[src/common/pa_pkg.sv]
package pa_pkg;

	// data word, bit 0 is the most significant
	typedef logic [0:15] word_t;

	// A-bus source
	typedef logic [1:0] a_sel_t;

	localparam a_sel_t A_L  = 2'd0;
	localparam a_sel_t A_IR = 2'd1;
	localparam a_sel_t A_AR = 2'd2;
	localparam a_sel_t A_IC = 2'd3;

	// W-bus source
	typedef logic [2:0] w_sel_t;

	localparam w_sel_t W_KI  = 3'd0;
	localparam w_sel_t W_RDT = 3'd1;
	localparam w_sel_t W_IR  = 3'd2;
	localparam w_sel_t W_AT  = 3'd3;
	localparam w_sel_t W_AC  = 3'd4;
	// ALU result fed back onto W
	localparam w_sel_t W_F   = 3'd5;

	// ALU function
	typedef logic [2:0] alu_fn_t;

	localparam alu_fn_t F_ADD     = 3'd0;
	localparam alu_fn_t F_SUB     = 3'd1;
	localparam alu_fn_t F_AND     = 3'd2;
	localparam alu_fn_t F_OR      = 3'd3;
	localparam alu_fn_t F_XOR     = 3'd4;
	localparam alu_fn_t F_PASS_A  = 3'd5;
	localparam alu_fn_t F_PASS_AC = 3'd6;

	// address drive source
	typedef logic [1:0] ad_sel_t;

	localparam ad_sel_t AD_NONE = 2'd0;
	localparam ad_sel_t AD_AR   = 2'd1;
	localparam ad_sel_t AD_IC   = 2'd2;

	// register contents after reset
	localparam word_t RST_VAL = 16'h0000;

	// one micro-operation
	typedef struct packed {
		a_sel_t  a_sel;
		w_sel_t  w_sel;
		alu_fn_t alu_fn;
		ad_sel_t ad_sel;
		logic    carry_in;
		logic    ld_ac;
		logic    ld_ar;
		logic    ld_ic;
		logic    ld_at;
		logic    ar_inc;
		logic    ic_inc;
		word_t   ir;
		word_t   l;
		word_t   ki;
		word_t   rdt;
		word_t   kl;
	} pa_op_t;

	// one result
	typedef struct packed {
		word_t f;
		logic  carry;
		logic  zero;
		word_t dad;
		logic  zga;
	} pa_res_t;

endpackage

[src/alu/pa_alu.sv]
`timescale 1ns/1ps

module pa_alu (
	input  pa_pkg::alu_fn_t fn,
	input  pa_pkg::word_t   a,
	input  pa_pkg::word_t   ac,
	input  logic            carry_in,
	output pa_pkg::word_t   f,
	output logic            carry,
	output logic            zero
);

	// bit 0 is the carry out, bits 1..16 the result word
	logic [0:16] sum;

	// operands widened by one bit for the carry
	logic [0:16] a_x;
	logic [0:16] ac_x;

	assign a_x  = {1'b0, a};
	assign ac_x = {1'b0, ac};

	always_comb begin
		sum = '0;
		case (fn)
			pa_pkg::F_ADD: begin
				sum = a_x + ac_x + {16'd0, carry_in};
			end
			pa_pkg::F_SUB: begin
				// borrow style, carry_in low takes one more away
				sum = a_x - ac_x - {16'd0, ~carry_in};
			end
			pa_pkg::F_AND: begin
				sum = {1'b0, a & ac};
			end
			pa_pkg::F_OR: begin
				sum = {1'b0, a | ac};
			end
			pa_pkg::F_XOR: begin
				sum = {1'b0, a ^ ac};
			end
			pa_pkg::F_PASS_A: begin
				sum = {1'b0, a};
			end
			pa_pkg::F_PASS_AC: begin
				sum = {1'b0, ac};
			end
			default: begin
				sum = '0;
			end
		endcase
	end

	assign f = sum[1:16];

	// logic functions leave bit 0 clear, so no carry there
	assign carry = sum[0];

	// zero flag on the result word only
	assign zero = (f == '0);

endmodule

[src/verilog/pa.sv]
`timescale 1ns/1ps

module pa (
	input  logic            clk,
	input  logic            rst_n,
	input  logic            op_valid,
	output logic            op_ready,
	input  pa_pkg::pa_op_t  op,
	output logic            res_valid,
	input  logic            res_ready,
	output pa_pkg::pa_res_t res
);

	pa_pkg::word_t ac;
	pa_pkg::word_t ar;
	pa_pkg::word_t ic;
	pa_pkg::word_t at;
	pa_pkg::word_t a;
	pa_pkg::word_t w;
	pa_pkg::word_t f;
	logic          carry;
	logic          zero;

	pa_pkg::word_t   dad;
	logic            zga;
	pa_pkg::pa_res_t res_nxt;
	logic            accept;

	// take a new op when the result slot is free or draining
	assign op_ready = !res_valid || res_ready;
	assign accept   = op_valid && op_ready;

	pa_regs u_regs (
		.clk    (clk),
		.rst_n  (rst_n),
		.accept (accept),
		.ld_ac  (op.ld_ac),
		.ld_ar  (op.ld_ar),
		.ld_ic  (op.ld_ic),
		.ld_at  (op.ld_at),
		.ar_inc (op.ar_inc),
		.ic_inc (op.ic_inc),
		.w      (w),
		.f      (f),
		.ac     (ac),
		.ar     (ar),
		.ic     (ic),
		.at     (at)
	);

	pa_bus u_bus (
		.a_sel (op.a_sel),
		.w_sel (op.w_sel),
		.l     (op.l),
		.ir    (op.ir),
		.ki    (op.ki),
		.rdt   (op.rdt),
		.ar    (ar),
		.ic    (ic),
		.at    (at),
		.ac    (ac),
		.f     (f),
		.a     (a),
		.w     (w)
	);

	pa_alu u_alu (
		.fn       (op.alu_fn),
		.a        (a),
		.ac       (ac),
		.carry_in (op.carry_in),
		.f        (f),
		.carry    (carry),
		.zero     (zero)
	);

	// address from one register only, never both
	always_comb begin
		case (op.ad_sel)
			pa_pkg::AD_NONE: dad = '0;
			pa_pkg::AD_AR:   dad = ar;
			pa_pkg::AD_IC:   dad = ic;
			default:         dad = '0;
		endcase
	end

	// full-word match of the address against the key
	assign zga = (dad == op.kl);

	assign res_nxt = '{f: f, carry: carry, zero: zero, dad: dad, zga: zga};

	always_ff @(posedge clk or negedge rst_n) begin
		if (!rst_n) begin
			res_valid <= 1'b0;
		end else if (accept) begin
			res_valid <= 1'b1;
		end else if (res_ready) begin
			res_valid <= 1'b0;
		end
	end

	// result payload, held while the consumer stalls
	always_ff @(posedge clk) begin
		if (accept) begin
			res <= res_nxt;
		end
	end

endmodule

[src/verilog/pa_bus.sv]
`timescale 1ns/1ps

module pa_bus (
	input  pa_pkg::a_sel_t a_sel,
	input  pa_pkg::w_sel_t w_sel,
	input  pa_pkg::word_t  l,
	input  pa_pkg::word_t  ir,
	input  pa_pkg::word_t  ki,
	input  pa_pkg::word_t  rdt,
	input  pa_pkg::word_t  ar,
	input  pa_pkg::word_t  ic,
	input  pa_pkg::word_t  at,
	input  pa_pkg::word_t  ac,
	input  pa_pkg::word_t  f,
	output pa_pkg::word_t  a,
	output pa_pkg::word_t  w
);

	// A bus, feeds the ALU left operand
	always_comb begin
		case (a_sel)
			pa_pkg::A_L:  a = l;
			pa_pkg::A_IR: a = ir;
			pa_pkg::A_AR: a = ar;
			pa_pkg::A_IC: a = ic;
			default:      a = '0;
		endcase
	end

	// W bus, feeds the register loads
	always_comb begin
		case (w_sel)
			pa_pkg::W_KI:  w = ki;
			pa_pkg::W_RDT: w = rdt;
			pa_pkg::W_IR:  w = ir;
			pa_pkg::W_AT:  w = at;
			pa_pkg::W_AC:  w = ac;
			// loop back of the ALU result
			pa_pkg::W_F:   w = f;
			default:       w = '0;
		endcase
	end

endmodule

[src/verilog/pa_regs.sv]
`timescale 1ns/1ps

module pa_regs (
	input  logic          clk,
	input  logic          rst_n,
	input  logic          accept,
	input  logic          ld_ac,
	input  logic          ld_ar,
	input  logic          ld_ic,
	input  logic          ld_at,
	input  logic          ar_inc,
	input  logic          ic_inc,
	input  pa_pkg::word_t w,
	input  pa_pkg::word_t f,
	output pa_pkg::word_t ac,
	output pa_pkg::word_t ar,
	output pa_pkg::word_t ic,
	output pa_pkg::word_t at
);

	// next values of the counting registers
	pa_pkg::word_t ar_nxt;
	pa_pkg::word_t ic_nxt;

	// load wins over increment
	always_comb begin
		ar_nxt = ar;
		if (ld_ar) begin
			ar_nxt = w;
		end else if (ar_inc) begin
			ar_nxt = ar + 16'd1;
		end
	end

	always_comb begin
		ic_nxt = ic;
		if (ld_ic) begin
			ic_nxt = w;
		end else if (ic_inc) begin
			ic_nxt = ic + 16'd1;
		end
	end

	// accumulator, loaded from W
	always_ff @(posedge clk or negedge rst_n) begin
		if (!rst_n) begin
			ac <= pa_pkg::RST_VAL;
		end else if (accept && ld_ac) begin
			ac <= w;
		end
	end

	// auxiliary register, loaded straight from the ALU
	always_ff @(posedge clk or negedge rst_n) begin
		if (!rst_n) begin
			at <= pa_pkg::RST_VAL;
		end else if (accept && ld_at) begin
			at <= f;
		end
	end

	// argument register
	always_ff @(posedge clk or negedge rst_n) begin
		if (!rst_n) begin
			ar <= pa_pkg::RST_VAL;
		end else if (accept) begin
			ar <= ar_nxt;
		end
	end

	// instruction counter
	always_ff @(posedge clk or negedge rst_n) begin
		if (!rst_n) begin
			ic <= pa_pkg::RST_VAL;
		end else if (accept) begin
			ic <= ic_nxt;
		end
	end

endmodule
[config.mk]
export PLATFORM = sky130hd
export DESIGN_NAME = pa
export DESIGN_NICKNAME = d
export VERILOG_FILES = /design/src/common/pa_pkg.sv /design/src/alu/pa_alu.sv /design/src/verilog/pa.sv /design/src/verilog/pa_bus.sv /design/src/verilog/pa_regs.sv
export SDC_FILE = /design/constraint.sdc
export NUM_CORES = 1
export LEC_CHECK = 0
export ABC_AREA = 1
export BUFFER_PORTS_ARGS = -buffer_cell sky130_fd_sc_hd__buf_4
export CAP_MARGIN = 25
export CORE_ASPECT_RATIO = 1.5
export CORE_MARGIN = 2
export CORE_UTILIZATION = 25
export DETAILED_ROUTE_END_ITERATION = 8
export GPL_ROUTABILITY_DRIVEN = 1
export GPL_TIMING_DRIVEN = 0
export HOLD_SLACK_MARGIN = 0.1
export PLACE_DENSITY = 0.45
export SLEW_MARGIN = 25
export SYNTH_ARGS = -nofsm -noshare
export SYNTH_HDL_FRONTEND = slang
export SYNTH_SLANG_ARGS = --single-unit
[constraint.sdc]
create_clock -name clk -period 6.15 [get_ports clk]
set_clock_uncertainty 0.1 [all_clocks]
set_input_delay 0.615 -clock clk [delete_from_list [all_inputs] [get_ports clk]]
set_output_delay 0.615 -clock clk [all_outputs]
set_load 0.03 [all_outputs]
==> flow_summary.json <==
{
  "path_clk_slew_ns": 0.07,
  "dieArea_um2": 36080,
  "crit_fanout": 10,
  "io_pins": 138,
  "cellPowerDensity_nw_per_um2": 292.4,
  "worstMarginPinSlew_ns": 0.9710,
  "path_delay_family": "simple AND/OR/NAND/NOR gates",
  "placed_cell_area_um2": 10220,
  "antenna_found_initial": 0,
  "finalSetupTns_ns": 0,
  "grt-ovfl-total": 0,
  "design_area_um2": 10530,
  "synthesis.nets": 1375,
  "p_int_mw": 1.694,
  "clock_latency_ns": 0.37,
  "grt_use_total": 0.2029,
  "drc": 0,
  "core_area_um2": 34170,
  "synth_edf_count": 35,
  "ys_ff_latch": 100,
  "yosysWarnings": 0,
  "synth_top_flop_cell": "dfrtp_1",
  "utilization": 0.3081,
  "numCtsBuffers": 9,
  "setup_viol": 0,
  "final_nets": 1522,
  "die_x_um": 155.8,
  "postRouteAntennaNets": 0,
  "rsz0062_at_grt": "false",
  "slew_headroom": 0.3527,
  "yosys-top-cells-count": "268 x nand2_1, 172 x inv_1, 115 x o21ai_0",
  "period_share": 0.7463,
  "post_cts_buffers": 0,
  "diodes": 0,
  "setup_ws_ns": 1.560,
  "syn_to_final_growth_pct": 21.91,
  "hp-class": "in -> async",
  "routabilityCongestion": 0.9222,
  "cts.htree.levels": 3,
  "p_switching_mw": 1.384,
  "syn_inst": 1206,
  "cp.required_ns": 6.29,
  "vias": 9011,
  "yosysSeqAreaShare": 0.3101,
  "yosysMostFrequentCell": "nand2_1",
  "first_pass_iters": 5,
  "grt_pass1_vias": 9106,
  "wl_um": 36750,
  "arrival_ns": 4.73,
  "swShare": 0.4496,
  "max_freq_mhz": 217.9,
  "cts_root_buf": "clkbuf_16",
  "routedWlPerCell_um": 20.61,
  "cts.path.max_buffers": 2,
  "layout_min_cycle_time_ns": 4.590,
  "seqPwrFrac": 0.301,
  "die_y_um": 231.6,
  "async_flop_share": 0.6500,
  "cts_resized": 0,
  "synth_top_area_cell": "dfrtp_1",
  "multi_input_area_um2": 5129,
  "worstSetupPathType": "in -> reg",
  "cpMaxStageDelayCell": "fa_1",
  "grt_pass1_wl_um": 54190,
  "dp_hpwl_um": 30770,
  "clock_power_share": 0.207,
  "peakVddDrop_uv": 157.0,
  "cts.sinks": 100,
  "path_buf_inv": 3,
  "drt-vias-per-instance": 5.054,
  "timing.critical_path.cells": "buf_4 -> inv_2 -> nand2_1 -> clkbuf_4 -> o221ai_1 -> nand2_1 -> fa_1 -> fa_1 -> nand2_1 -> nand2_1 -> nand2_1 -> a21oi_1 -> o21ai_0 -> nand3_1 -> nor2_1 -> nand3_1 -> nor2_1 -> nand3_1 -> nor2_1 -> nand4_1 -> nor2_1",
  "slew_viol_final": 0,
  "fillerInstances": 3738,
  "hold_viol": 0,
  "dp_slack_ns": 1.205,
  "first_iter_violations": 581,
  "initial_core_util": 0.2528,
  "grt_start_max_net_pins": 66,
  "synth_cell_types": 48,
  "p_comb_frac": 0.492,
  "port_buffers": 135,
  "register_area_um2": 2678,
  "syn_area_um2": 8636,
  "slowest_delay_ns": 0.47,
  "syn_area_per_cell_um2": 7.161,
  "crit_path_frequent_cell": "nand2_1",
  "cts-hold-fix-buffers": 0,
  "final_layout_size_suffix_gt1_frac": 0.1414,
  "rows": 83,
  "tritoncts": "done",
  "synth.top_cell.area_share": 0.1884,
  "synth_area_leaders": "dfrtp_1 19%, edfxtp_1 12%, nand2_1 12%",
  "crit_path_start_kind": "primary input",
  "p_total_mw": 3.078,
  "p_leak_nw": 4.923,
  "maxCapViolCount": 0,
  "endpoint_kind": "register",
  "outcome": "finished, final reports clean"
}
[through the flow]
stage / hold slack (ns) / std cells
finish: 0.2733 / 1783
global route: 0.3348 / 1783
CTS: 0.3079 / 1783
detailed placement: 0.3685 / 1767
global placement: 0.3647 / 1766
floorplan: 0.2194 / 1206
[power groups by stage]
stage                     clock network [mW]  logic, mW  registers, mW
after CTS                              0.646       1.51          0.926
after global routing                   0.669       1.69          0.944
after detailed placement                   0       1.50          0.937
final                                  0.636       1.51          0.928
after global placement                     0       1.49          0.936
after floorplan                            0      0.958          0.971
[path summary, 6_finish.rpt]
kind | startpoint | to | slack [ns] | cells after the start
max in group asynchronous | rst_n | u_regs.ic[2] | 5.02 | 1
min in group clk | u_regs.at[6] | u_regs.at[6] | 0.39 | 2
worst max-delay path | op[95] | res[17] | 1.56 | 21
worst min-delay path | rst_n | res_valid | 0.27 | 1
worst min register to register | u_regs.at[6] | u_regs.at[6] | 0.39 | 2
worst max register to register | u_regs.ar[0] | res[17] | 2.06 | 18
[flip-flops by register name, indices dropped and copies added (netlist names)]
| signal | cells |
|---|---|
| res | 35 |
| u_regs.ac | 16 |
| u_regs.ar | 16 |
| u_regs.at | 16 |
| u_regs.ic | 16 |
| res_valid | 1 |
[per-layer routing]
layer	global-route usage	wire [µm]
met1	0.2109	13500
met2	0.4025	20460
met3	0.01758	1206
met4	0.09490	1584
met5	0	0
[cell usage in the layout (no fill, tap or decap), types with 11 or more instances in the layout]
cell,Yosys,routed
nand2_1,268,268
inv_1,172,171
buf_4,3,138
o21ai_0,115,115
nor2_1,79,79
dfrtp_1,65,65
ha_1,64,64
nand3_1,63,63
a21oi_1,61,61
o22ai_1,45,45
edfxtp_1,35,35
clkbuf_1,26,29
xor2_1,23,23
o221ai_1,20,20
nor3_1,19,16
xnor2_1,16,16
a221oi_1,15,15
o211ai_1,11,11
nand4_1,11,11
[kinds of logic (layout without fill, tap and decap cells)]
group           after synthesis  count (layout)  synth area share
simple gates                480             480            0.2418
fa+ha+maj                    68              68            0.1020
flops                       100             100            0.3101
xor+xnor                     39              39           0.03955
compound gates              302             302            0.2088
buf+inv                     217             369           0.09780
[cell type report]
type	instances	share of cell area
inverter	180	0.06418
multi-input combinational	889	0.4872
timing repair buffer	136	0.09817
buffer	37	0.01604
sequential	100	0.2543
clock buffer	12	0.02246
clock inverter	4	0.007131
tap	425	0.05051
Power figures use the tool's default switching activity.
